### src/common/keypad_defs.svh
// ----------------------------
// sizes are fixed for a 4x3 phone keypad; the scan code map assumes 4 rows, 3 cols
// ----------------------------
`ifndef KEYPAD_DEFS_SVH
`define KEYPAD_DEFS_SVH

// matrix
`define KP_ROWS        4
`define KP_COLS        3

// timing, dwell in clocks (min 2), debounce in whole sweeps
`define KP_DWELL       4
`define KP_DEBOUNCE    3

// event queue
`define KP_FIFO_DEPTH  4
`define KP_FIFO_AW     2

// apb register offsets
`define KP_REG_CTRL    4'h0
`define KP_REG_STATUS  4'h4
`define KP_REG_DATA    4'h8

`endif

### src/common/apb_pkg.sv
// ----------------------------
// apb3 subset, no wait states, no pprot or pstrb
// ----------------------------
`default_nettype none

package apb_pkg;

  typedef struct packed {
    logic        psel;
    logic        penable;
    logic        pwrite;
    logic [3:0]  paddr;   // byte offset
    logic [31:0] pwdata;
  } apb_req_t;

  typedef struct packed {
    logic [31:0] prdata;
    logic        pslverr;
  } apb_rsp_t;

  // decoded register
  typedef enum logic [1:0] {
    ctrl   = 2'd0,
    status = 2'd1,
    data   = 2'd2,
    none   = 2'd3  // unmapped offset
  } reg_sel_e;

endpackage

`default_nettype wire

### src/common/keypad_pkg.sv
// ----------------------------
// keypad side types, key codes follow the phone layout (star 10, hash 11)
// ----------------------------
`default_nettype none

package keypad_pkg;

  // ----------------------------
  // key codes
  typedef enum logic [3:0] {
    key_0    = 4'd0,
    key_1    = 4'd1,
    key_2    = 4'd2,
    key_3    = 4'd3,
    key_4    = 4'd4,
    key_5    = 4'd5,
    key_6    = 4'd6,
    key_7    = 4'd7,
    key_8    = 4'd8,
    key_9    = 4'd9,
    key_star = 4'd10,
    key_hash = 4'd11
  } key_code_e;

  // ----------------------------
  // row scanner
  typedef enum logic [1:0] {
    idle   = 2'd0,
    drive  = 2'd1,  // row low, waiting on cols
    sample = 2'd2   // last dwell clock
  } scan_state_e;

  // result of one full sweep of the matrix
  typedef struct packed {
    logic      done;  // one clock per sweep
    logic      hit;   // exactly one key down
    key_code_e code;
  } sweep_t;

  // debounced press, valid is a one clock push
  typedef struct packed {
    logic      valid;
    key_code_e code;
  } key_event_t;

endpackage

`default_nettype wire

### src/keypad/key_debounce.sv
// ----------------------------
// counts whole sweeps, one event per press; needs a no-hit sweep to re-arm
// ----------------------------
`timescale 1ns/1ps
`default_nettype none

`include "keypad_defs.svh"

module key_debounce (
  input  logic                    pclk,
  input  logic                    rst,
  input  logic                    scan_en,
  input  keypad_pkg::sweep_t      sweep,
  output keypad_pkg::key_event_t  evt
);
  import keypad_pkg::*;

  localparam int CNT_W = $clog2(`KP_DEBOUNCE + 1);

  key_code_e          last_code;
  logic [CNT_W-1:0]   stable_cnt;
  logic [CNT_W-1:0]   cnt_nxt;
  logic               fired;       // event already sent for this press

  // ----------------------------
  // stable sweep count
  always_comb begin
    if (sweep.hit && sweep.code == last_code && stable_cnt != '0) begin
      if (stable_cnt == CNT_W'(`KP_DEBOUNCE))
        cnt_nxt = stable_cnt;          // hold at limit
      else
        cnt_nxt = stable_cnt + 1'b1;
    end else if (sweep.hit) begin
      cnt_nxt = CNT_W'(1);             // new key, start over
    end else begin
      cnt_nxt = '0;
    end
  end

  // ----------------------------
  // history and event
  always_ff @(posedge pclk) begin
    if (rst) begin
      last_code  <= key_0;
      stable_cnt <= '0;
      fired      <= 1'b0;
      evt        <= '0;
    end else begin
      evt.valid <= 1'b0;
      if (!scan_en) begin
        stable_cnt <= '0;  // held key counts again after re-enable
        fired      <= 1'b0;
      end else if (sweep.done) begin
        stable_cnt <= cnt_nxt;
        last_code  <= sweep.code;
        if (!sweep.hit) begin
          fired <= 1'b0;
        end else if (cnt_nxt == CNT_W'(`KP_DEBOUNCE) && !fired) begin
          evt.valid <= 1'b1;
          evt.code  <= sweep.code;
          fired     <= 1'b1;
        end
      end
    end
  end

endmodule

`default_nettype wire

### src/keypad/keypad_scan.sv
// ----------------------------
// cols are active low and synchronized here; more than one key in a sweep is no hit
// ----------------------------
`timescale 1ns/1ps
`default_nettype none

`include "keypad_defs.svh"

module keypad_scan (
  input  logic                  pclk,
  input  logic                  rst,
  input  logic                  scan_en,
  input  logic [`KP_COLS-1:0]   cols,
  output logic [`KP_ROWS-1:0]   rows,
  output keypad_pkg::sweep_t    sweep
);
  import keypad_pkg::*;

  localparam int ROW_W   = $clog2(`KP_ROWS);
  localparam int DWELL_W = $clog2(`KP_DWELL);

  scan_state_e          state;
  logic [ROW_W-1:0]     row_idx;
  logic [DWELL_W-1:0]   dwell;
  logic [`KP_COLS-1:0]  cols_meta;
  logic [`KP_COLS-1:0]  cols_sync;
  logic [1:0]           key_cnt;      // saturates at 2
  key_code_e            code_acc;
  logic [1:0]           lows;
  logic [2:0]           cnt_sum;
  logic [1:0]           key_cnt_nxt;
  key_code_e            code_nxt;

  // low col count where 2 means several
  function automatic logic [1:0] count_low(input logic [`KP_COLS-1:0] c);
    case (c)
      3'b111:                 count_low = 2'd0;
      3'b110, 3'b101, 3'b011: count_low = 2'd1;
      default:                count_low = 2'd2;
    endcase
  endfunction

  // phone layout with col 0 on bit 0
  function automatic key_code_e map_key(input logic [ROW_W-1:0] r,
                                        input logic [`KP_COLS-1:0] c);
    logic [1:0] col;
    col = (c == 3'b110) ? 2'd0 : (c == 3'b101) ? 2'd1 : 2'd2;
    case (r)
      2'd0:    map_key = key_code_e'(4'd1 + col);
      2'd1:    map_key = key_code_e'(4'd4 + col);
      2'd2:    map_key = key_code_e'(4'd7 + col);
      default: map_key = (col == 2'd0) ? key_star : (col == 2'd1) ? key_0 : key_hash;
    endcase
  endfunction

  // ----------------------------
  // column synchronizer
  always_ff @(posedge pclk) begin
    cols_meta <= cols;
    cols_sync <= cols_meta;
  end

  assign lows        = count_low(cols_sync);
  assign cnt_sum     = {1'b0, key_cnt} + {1'b0, lows};
  assign key_cnt_nxt = (cnt_sum > 3'd2) ? 2'd2 : cnt_sum[1:0];
  assign code_nxt    = (lows == 2'd1) ? map_key(row_idx, cols_sync) : code_acc;

  // ----------------------------
  // scan fsm
  always_ff @(posedge pclk) begin
    if (rst) begin
      state    <= idle;
      row_idx  <= '0;
      dwell    <= '0;
      key_cnt  <= '0;
      code_acc <= key_0;
      sweep    <= '0;
    end else begin
      sweep.done <= 1'b0;
      if (!scan_en) begin
        state   <= idle;  // drop the sweep in progress
        row_idx <= '0;
        dwell   <= '0;
        key_cnt <= '0;
      end else begin
        case (state)
          idle: begin
            state   <= drive;
            row_idx <= '0;
            dwell   <= '0;
            key_cnt <= '0;
          end
          drive: begin
            dwell <= dwell + 1'b1;
            if (dwell == DWELL_W'(`KP_DWELL - 2)) state <= sample;
          end
          sample: begin
            state   <= drive;
            dwell   <= '0;
            row_idx <= row_idx + 1'b1;  // wraps after last row
            if (row_idx == ROW_W'(`KP_ROWS - 1)) begin
              sweep.done <= 1'b1;
              sweep.hit  <= (key_cnt_nxt == 2'd1);
              sweep.code <= code_nxt;
              key_cnt    <= '0;
            end else begin
              key_cnt  <= key_cnt_nxt;
              code_acc <= code_nxt;
            end
          end
          default: state <= idle;
        endcase
      end
    end
  end

  assign rows = (state == idle) ? '1 : ~(`KP_ROWS'(1) << row_idx);

  // all rows released the clock after enable drops
  a_rows_off: assert property (@(posedge pclk) disable iff (rst)
    !scan_en |=> rows == '1);

endmodule

`default_nettype wire

### src/rtl/key_fifo.sv
// ----------------------------
// push when full is dropped and sets ovf, oldest entries kept
// ----------------------------
`timescale 1ns/1ps
`default_nettype none

`include "keypad_defs.svh"

module key_fifo (
  input  logic                    pclk,
  input  logic                    rst,
  input  keypad_pkg::key_event_t  evt,
  input  logic                    pop,
  input  logic                    clr_ovf,
  output keypad_pkg::key_event_t  head,
  output logic [`KP_FIFO_AW:0]    count,
  output logic                    ovf
);
  import keypad_pkg::*;

  localparam int CNT_W = `KP_FIFO_AW + 1;

  key_code_e                mem [`KP_FIFO_DEPTH];
  logic [`KP_FIFO_AW-1:0]   wr_ptr;
  logic [`KP_FIFO_AW-1:0]   rd_ptr;
  logic                     full;
  logic                     do_push;
  logic                     do_pop;

  assign full    = (count == CNT_W'(`KP_FIFO_DEPTH));
  assign do_pop  = pop && (count != '0);
  assign do_push = evt.valid && (!full || do_pop);  // pop frees a slot this cycle

  // storage
  always_ff @(posedge pclk) begin
    if (do_push) mem[wr_ptr] <= evt.code;
  end

  // ----------------------------
  // pointers, count, overflow
  always_ff @(posedge pclk) begin
    if (rst) begin
      wr_ptr <= '0;
      rd_ptr <= '0;
      count  <= '0;
      ovf    <= 1'b0;
    end else begin
      if (do_push) wr_ptr <= wr_ptr + 1'b1;
      if (do_pop)  rd_ptr <= rd_ptr + 1'b1;
      case ({do_push, do_pop})
        2'b10:   count <= count + 1'b1;
        2'b01:   count <= count - 1'b1;
        default: count <= count;
      endcase
      ovf <= (ovf && !clr_ovf) || (evt.valid && !do_push);  // new drop wins over clear
    end
  end

  assign head.valid = (count != '0);
  assign head.code  = mem[rd_ptr];

  a_count_max: assert property (@(posedge pclk) disable iff (rst)
    count <= CNT_W'(`KP_FIFO_DEPTH));

endmodule

`default_nettype wire

### src/rtl/keypad_ctrl.sv
// ----------------------------
// no wait states; writes to DATA and unmapped offsets give pslverr
// ----------------------------
`timescale 1ns/1ps
`default_nettype none

`include "keypad_defs.svh"

module keypad_ctrl (
  input  logic                    pclk,
  input  logic                    rst,
  input  apb_pkg::apb_req_t       apb_req,
  output apb_pkg::apb_rsp_t       apb_rsp,
  input  keypad_pkg::key_event_t  head,     // valid means fifo not empty
  input  logic [`KP_FIFO_AW:0]    count,
  input  logic                    ovf,
  output logic                    scan_en,
  output logic                    pop,
  output logic                    clr_ovf,
  output logic                    irq
);
  import apb_pkg::*;

  reg_sel_e sel;
  logic     access;
  logic     wr;
  logic     rd;
  logic     enable;
  logic     irq_en;

  // ----------------------------
  // address decode
  always_comb begin
    case (apb_req.paddr)
      `KP_REG_CTRL:   sel = ctrl;
      `KP_REG_STATUS: sel = status;
      `KP_REG_DATA:   sel = data;
      default:        sel = none;
    endcase
  end

  assign access = apb_req.psel && apb_req.penable;  // access phase only
  assign wr     = access && apb_req.pwrite;
  assign rd     = access && !apb_req.pwrite;

  // ----------------------------
  // read data and error
  always_comb begin
    apb_rsp.prdata  = '0;
    apb_rsp.pslverr = 1'b0;
    if (access) begin
      case (sel)
        ctrl: begin
          if (rd) apb_rsp.prdata[1:0] = {irq_en, enable};
        end
        status: begin
          if (rd) begin
            apb_rsp.prdata[`KP_FIFO_AW:0] = count;
            apb_rsp.prdata[8]             = ovf;
          end
        end
        data: begin
          if (wr) begin
            apb_rsp.pslverr = 1'b1;    // read only
          end else if (head.valid) begin
            apb_rsp.prdata[8]   = 1'b1;
            apb_rsp.prdata[3:0] = head.code;
          end
        end
        default: apb_rsp.pslverr = 1'b1;
      endcase
    end
  end

  assign pop     = rd && (sel == data) && head.valid;
  assign clr_ovf = wr && (sel == status) && apb_req.pwdata[8];
  assign scan_en = enable;

  // ----------------------------
  // control bits and irq
  always_ff @(posedge pclk) begin
    if (rst) begin
      enable <= 1'b0;
      irq_en <= 1'b0;
      irq    <= 1'b0;
    end else begin
      if (wr && sel == ctrl) begin
        enable <= apb_req.pwdata[0];
        irq_en <= apb_req.pwdata[1];
      end
      irq <= irq_en && head.valid;  // one clock behind fifo state
    end
  end

  // fifo count must agree with head.valid
  a_pop_needs_data: assert property (@(posedge pclk) disable iff (rst)
    pop |-> count != '0);

endmodule

`default_nettype wire

### src/rtl/keypad_top.sv
// ----------------------------
// pready is implied high; rows and cols are active low keypad pins
// ----------------------------
`timescale 1ns/1ps
`default_nettype none

`include "keypad_defs.svh"

module keypad_top (
  input  logic                  pclk,
  input  logic                  rst,
  input  apb_pkg::apb_req_t     apb_req,
  output apb_pkg::apb_rsp_t     apb_rsp,
  input  logic [`KP_COLS-1:0]   cols,
  output logic [`KP_ROWS-1:0]   rows,
  output logic                  irq
);
  import keypad_pkg::*;

  logic                   scan_en;
  logic                   pop;
  logic                   clr_ovf;
  sweep_t                 sweep;
  key_event_t             evt;
  key_event_t             head;
  logic [`KP_FIFO_AW:0]   count;
  logic                   ovf;

  keypad_ctrl i_ctrl (
    .pclk    (pclk),
    .rst     (rst),
    .apb_req (apb_req),
    .apb_rsp (apb_rsp),
    .head    (head),
    .count   (count),
    .ovf     (ovf),
    .scan_en (scan_en),
    .pop     (pop),
    .clr_ovf (clr_ovf),
    .irq     (irq)
  );

  keypad_scan i_scan (
    .pclk    (pclk),
    .rst     (rst),
    .scan_en (scan_en),
    .cols    (cols),
    .rows    (rows),
    .sweep   (sweep)
  );

  key_debounce i_debounce (
    .pclk    (pclk),
    .rst     (rst),
    .scan_en (scan_en),
    .sweep   (sweep),
    .evt     (evt)
  );

  key_fifo i_fifo (
    .pclk    (pclk),
    .rst     (rst),
    .evt     (evt),
    .pop     (pop),
    .clr_ovf (clr_ovf),
    .head    (head),
    .count   (count),
    .ovf     (ovf)
  );

endmodule

`default_nettype wire

### config.mk
export PLATFORM = sky130hd
export DESIGN_NAME = keypad_top
export DESIGN_NICKNAME = d
export VERILOG_FILES = /design/src/common/apb_pkg.sv /design/src/common/keypad_pkg.sv /design/src/keypad/key_debounce.sv /design/src/keypad/keypad_scan.sv /design/src/rtl/key_fifo.sv /design/src/rtl/keypad_ctrl.sv /design/src/rtl/keypad_top.sv
export VERILOG_INCLUDE_DIRS = /design/src /design/src/common
export SDC_FILE = /design/constraint.sdc
export NUM_CORES = 1
export LEC_CHECK = 0
export CAP_MARGIN = 10
export CORE_MARGIN = 2
export CORE_UTILIZATION = 65
export CTS_CLUSTER_SIZE = 16
export DETAILED_ROUTE_END_ITERATION = 8
export DONT_BUFFER_PORTS = 1
export PLACE_DENSITY = 0.81
export SLEW_MARGIN = 20
export SYNTH_ARGS = -nofsm -noshare
export SYNTH_HDL_FRONTEND = slang
export SYNTH_SLANG_ARGS = --single-unit
export TNS_END_PERCENT = 100
### constraint.sdc
create_clock -name pclk -period 6.9 [get_ports pclk]
set_input_delay 0 -clock pclk [delete_from_list [all_inputs] [get_ports pclk]]
set_output_delay 0 -clock pclk [all_outputs]
set_load 0.01 [all_outputs]
# Yosys cells after proc, flatten, opt, wreduce, memory -nomap -nowiden
# Memories as Yosys holds them, arrays and structs flattened. A register that Yosys moved wholly into a read port is not among the register bits.
# Index checks and enable logic that the tools add are counted.
# word_totals
reg_bits	47
mem_bits_rw	16
in_bits	44
out_inout_bits	38
word_cells	154
memories	1
# memory_table
memory	depth	width	read_ports	rd_ports_with_merged_regs	wr	line	text
i_fifo.mem	4	4	1	1	1	key_fifo.sv:23	key_code_e mem [`KP_FIFO_DEPTH];
# op_classes
add_sub_neg	11
n_lt_le_gt_ge	1
n_eq_ne	25
n_shift	1
mux	43
bitwise_logic	6
reduce_logical	44
# op_table
operator	count
two-way mux 4 bit	6
two-way mux 2 bit	10
one-hot mux 2 bit (2 select lines)	5
== test 2 bit (second input constant)	8
logical AND 1 bit	16
== test 2 x 1 -> 1 bit (second input constant)	7
== test 3 bit (second input constant)	4
one-hot mux 2 bit (3 select lines)	2
one-hot mux 4 bit (3 select lines)	1
two-way mux 1 bit	11
adder 2 x 1 -> 2 bit (second input constant)	5
two-way mux 5 bit	2
adder 3 x 2 -> 4 bit (first input constant)	2
zero test 2 bit	4
nonzero test 2 bit	4
two-way mux 6 bit	1
one-hot mux 1 bit (2 select lines)	3
one-hot mux 3 bit (2 select lines)	1
AND reduction 3 bit	2
OR reduction 2 bit	3
OR reduction 3 bit	2
zero test 1 bit	5
NOT 1 bit	5
== test 4 x 3 -> 1 bit (second input constant)	1
18 further kinds	21

# Depth between registers and ports, before layout
# depth
depth_word	11
mapped_depth	14

# Hierarchy
# Synthesis repeated with hierarchy kept, for this count alone.
# unflattened
hier_cells	350
hier_area_um2	3508.4
# by_module_without_submodules
mod	instances	cells_per_inst	area_per_inst_um2
keypad_scan	1	132	1209.9
key_fifo	1	80	1134.8
keypad_ctrl	1	79	604.3
key_debounce	1	59	559.3

# Worst setup path before layout
# No wires, ideal clock.
# synth_timing
path_kind	input port to flip-flop
startpoint	input apb_req[33] (netlist name)
endpoint	register i_fifo.count[2]
setup_ns	0.070
t_arrival_ns	2.389
required_time_ns	6.830
setup_slack_ns	4.441
stages	13
path_buffers	0
path_cell_list	nor4b_1 > inv_1 > ha_1 > and4b_1 > nor4_2 > nor2b_1 > inv_2 > ha_1 > inv_1 > fa_1 > xor2_1 > or3_1 > a21oi_1
# synth_via
elab_chain_len	10
word_cells_on_any_way	14
classes_between	eq/ne: 5; mux: 2; reduce/logical: 7
# synth_rtl
element	line	text
start, declared	keypad_top.sv:12	input apb_pkg::apb_req_t apb_req,
== test 4 bit, or another cell as far along	keypad_ctrl.sv:34	case (apb_req.paddr)
one-hot mux 2 bit (3 select lines) (*)	keypad_ctrl.sv:34	
== test 2 bit (*)	keypad_ctrl.sv:75	assign pop = rd && (sel == data) && head.valid;
logical AND 1 bit (*) (2 in series)	keypad_ctrl.sv:75	
logical AND 1 bit (*)	key_fifo.sv:31	assign do_pop = pop && (count != '0);
logical OR 1 bit	key_fifo.sv:32	assign do_push = evt.valid && (!full || do_pop);
logical AND 1 bit	key_fifo.sv:32	
== test 2 x 1 -> 1 bit / == test 2 bit (equally long branches)	key_fifo.sv:50	case ({do_push, do_pop})
one-hot mux 3 bit (2 select lines) / nonzero test 2 bit (equally long branches)	-	
end signal, assigned	key_fifo.sv:51	2'b10: count <= count + 1'b1;
end signal, assigned	key_fifo.sv:52	2'b01: count <= count - 1'b1;
end signal, assigned	key_fifo.sv:53	default: count <= count;
end, declared	key_fifo.sv:16	output logic [`KP_FIFO_AW:0] count,
# Every way passes the cells marked *; elsewhere a longest branch is shown, timed or not.
# A chain may end at the register's enable or synchronous reset.

# Worst setup path after layout
# Ends and elaborated chain as after synthesis.

==> flow_summary.toml <==
[sta]
clock.fmax_mhz = 412.7
finClkSkew_ns = 0.007795
setup_viol = 0
setup_tns_ns = 0
hold_viol_final = 0
slew_violations = 0
tightest_slew_ns = 0.5152
hold_ws_ns = 0.02353
fin_crit_sh = 0.3511
relSlewSlack = 0.6520
rsz0062_at_grt = "no"
period_needed_ns = 2.423

[power]
leakagePower_nw = 1.381
ir_drop_v = 0.0001541
power_density_nw_per_um2 = 219.2

[logic_synthesis]
ys_types = 65
ys_seq_elements = 65
synth_area_um2 = 3437
synthCells = 351
avgSynthCellArea_um2 = 9.792
async_reset_ff_frac = 0
synth_edf_count = 16
synth-seq-area-share = 0.4252
synth_ff_type = "dfxtp_1"
yosysWarningCount = 0

[routing]
wl_per_cell_um = 14.13
drtAntennaViolNets = 0
wl_met3_um = 282
wl_met2_um = 3206
drtIter0Drc = 116
dr.pass1.iters = 4
wl_met1_um = 2604
vias_per_cell = 5.558
drt_wl_total_um = 6176
drc = 0
num_vias = 2429
top_layer = "met4"

[clock_tree]
cts_hold_buffers = 13
h-tree-depth = 3
root_buffer = "clkbuf_8"
post_cts_resized = 0
cts_setup_buffers = 0
clockBufferDepth = 2
clock_latency_ns = 0.34
cts_tree = "built"
path_clk_slew_ns = 0.07
cts_sinks = 65
numCtsBuffers = 9

[critical_path]
arrival_ns = 2.70
r2r-end = "i_fifo.count[2]$_SDFFE_PP0P_"
r2r_cells = 10
end_kind = "register"
path_max_fanout = 5
criticalPathCategory = "in2reg"
r2r_slack_ns = 4.48
required_ns = 7.17
r2r-start = "i_fifo.count[2]$_SDFFE_PP0P_"
startpoint_type = "input port"
crit_path_start = "apb_req[33]"

[floorplan]
coreArea_um2 = 5107
die_area_um2 = 5885
initial_core_util = 0.6730
die_w_um = 76.72
io_pins = 82
rows = 26
die_h_um = 76.72

[run_status]
status = "finished clean"

[layout]
nNetsFinal = 424
syn_to_final_growth_pct = 8.628
num-fill-cells = 388
drive_above_1_share = 0.07902
antenna_cells_inserted = 0

[min_path]
whs_path_depth = 3
min_to = "i_ctrl.irq_en$_SDFFE_PP0P_"
hp-class = "in2reg"
hold_start = "apb_req[36]"

[grt]
antenna_found_initial = 0
grt_pass1_wl_um = 10050
grt.total_usage = 0.2163
grt_pass1_vias = 2261
grt_overflow_total = 0
grt_max_degree = 37

[place]
dp_hpwl_um = 4335
gp_congestion = 0.7809
port_buffers = 0

[run]
drv_cap = 0
[critical path, cell delays in order]
cell and delay [ns]:
nor4b_1 0.39, inv_1 0.12, ha_1 0.27, and4b_1 0.20, nor4_2 0.22, nor2b_1 0.17, inv_2 0.13, ha_1 0.19
inv_1 0.06, fa_1 0.37, xor2_1 0.15, or3_1 0.30, a21oi_1 0.14
[cells in the mapped netlist (2+ instances only)]
master,number,share of area
o41ai_1,3,0.0076
nand2_1,20,0.022
buf_2,2,0.0029
buf_6,2,0.0066
nor2_1,26,0.028
o31ai_1,3,0.0066
nor3_1,11,0.016
a21oi_1,21,0.031
a211oi_1,4,0.0087
mux4_2,4,0.026
nor4_1,2,0.0036
and2_1,5,0.0091
a31oi_1,3,0.0055
nand4_1,3,0.0055
o21a_1,3,0.0066
nand3_1,12,0.017
edfxtp_1,16,0.14
ha_1,16,0.058
nor2b_1,9,0.016
a22oi_1,3,0.0066
dfxtp_1,49,0.29
xnor2_1,7,0.018
mux2i_1,7,0.020
a32o_1,2,0.0058
buf_4,29,0.063
inv_1,20,0.022
and3_1,4,0.0073
or4_1,3,0.0066
nand2b_1,6,0.011
o21ai_0,8,0.012
xor2_1,6,0.015
clkbuf_1,5,0.0055
o22ai_1,2,0.0036
nand3b_1,3,0.0066
fa_1,2,0.012
[area by class of cell]
cell class / count / area (µm²) / area share
clock buffers: 11 / 141.4 / 0.03787
clock inverters: 5 / 102.6 / 0.02748
inverters: 21 / 78.83 / 0.02111
multi-input cells: 252 / 1722 / 0.4611
flip-flops and latches: 65 / 1461 / 0.3914
well taps: 70 / 87.58 / 0.02346
repair buffers: 13 / 140.1 / 0.03753
[per-layer routing]
| metal | GRT usage | vias up |
|---|---|---|
| li1 | - | 1218 |
| met1 | 0.2496 | 1139 |
| met2 | 0.3816 | 66 |
| met3 | 0.05882 | 6 |
| met4 | 0.08182 | 0 |
| met5 | 0 | - |
[layout by cell type (no fill, tap or decap), drive strengths merged, types with 3 or more instances in the layout]
cell type    instances
nand2               21
nand3b               3
nor4                 3
mux4                 4
a21oi               21
o21ai                8
a211oi               5
xor2                 6
o31ai                3
nand4                3
o21a                 3
or4                  3
a22oi                3
and2                 5
nand2b               6
nand3               12
mux2i                7
conb                27
dlygate4sd3         12
nor2                27
edfxtp              16
bufinv               3
nor2b               10
nor3                11
and3                 4
inv                 21
a31oi                3
xnor2                7
ha                  16
dfxtp               49
clkbuf              11
o41ai                3
[registers in the layout, indices dropped and copies added, names as in the netlist, 3 cells and up, named ones only]
signal                count
i_debounce.evt            5
i_debounce.last_code      4
i_fifo.count              3
i_fifo.mem               16
i_scan.code_acc           4
i_scan.cols_meta          3
i_scan.cols_sync          3
i_scan.sweep              6
[through the flow]
| step | area, µm² | total power [mW] | utilization | worst slack [ns] | instances |
|---|---|---|---|---|---|
| 4_1_cts | 3734 | 0.8240 | 0.7310 | 4.447 | 437 |
| 3_5_place_dp | 3349 | 0.4284 | 0.6558 | 4.107 | 408 |
| 5_1_grt | 3734 | 0.8443 | 0.7310 | 4.223 | 437 |
| 3_3_place_gp | 3349 | 0.4276 | 0.6558 | 4.161 | 408 |
| 6_report | 3734 | 0.8184 | 0.7310 | 4.477 | 437 |
| 2_1_floorplan | 3535 | 0.4395 | - | 4.441 | 377 |
[where the power goes]
| part | internal, mW | total [mW] | switching, mW |
|---|---|---|---|
| clock | 0.249 | 0.389 | 0.139 |
| sequential | 0.390 | 0.394 | 0.00377 |
| combinational | 0.0138 | 0.0359 | 0.0221 |
[cell families after synthesis]
kind of cell / synth area share
buf+inv: 0.1023
mux: 0.04987
other cells: 0.001091
xor+xnor: 0.03313
fa+ha+maj: 0.06989
simple gates: 0.1984
compound gates: 0.1201
flops: 0.4252
[worst max-delay path by stage]
| stage | to | cells after the start |
|---|---|---|
| 6_report | i_fifo.count[2]$_SDFFE_PP0P_ | 13 |
| 5_1_grt | i_fifo.count[2]$_SDFFE_PP0P_ | 13 |
| 3_3_place_gp | i_fifo.count[2]$_SDFFE_PP0P_ | 13 |
| 2_1_floorplan | i_fifo.count[2]$_SDFFE_PP0P_ | 13 |
| 4_1_cts | i_fifo.count[2]$_SDFFE_PP0P_ | 13 |
| 3_5_place_dp | i_fifo.count[2]$_SDFFE_PP0P_ | 13 |
Note: power is estimated with default switching activity, not from simulation.
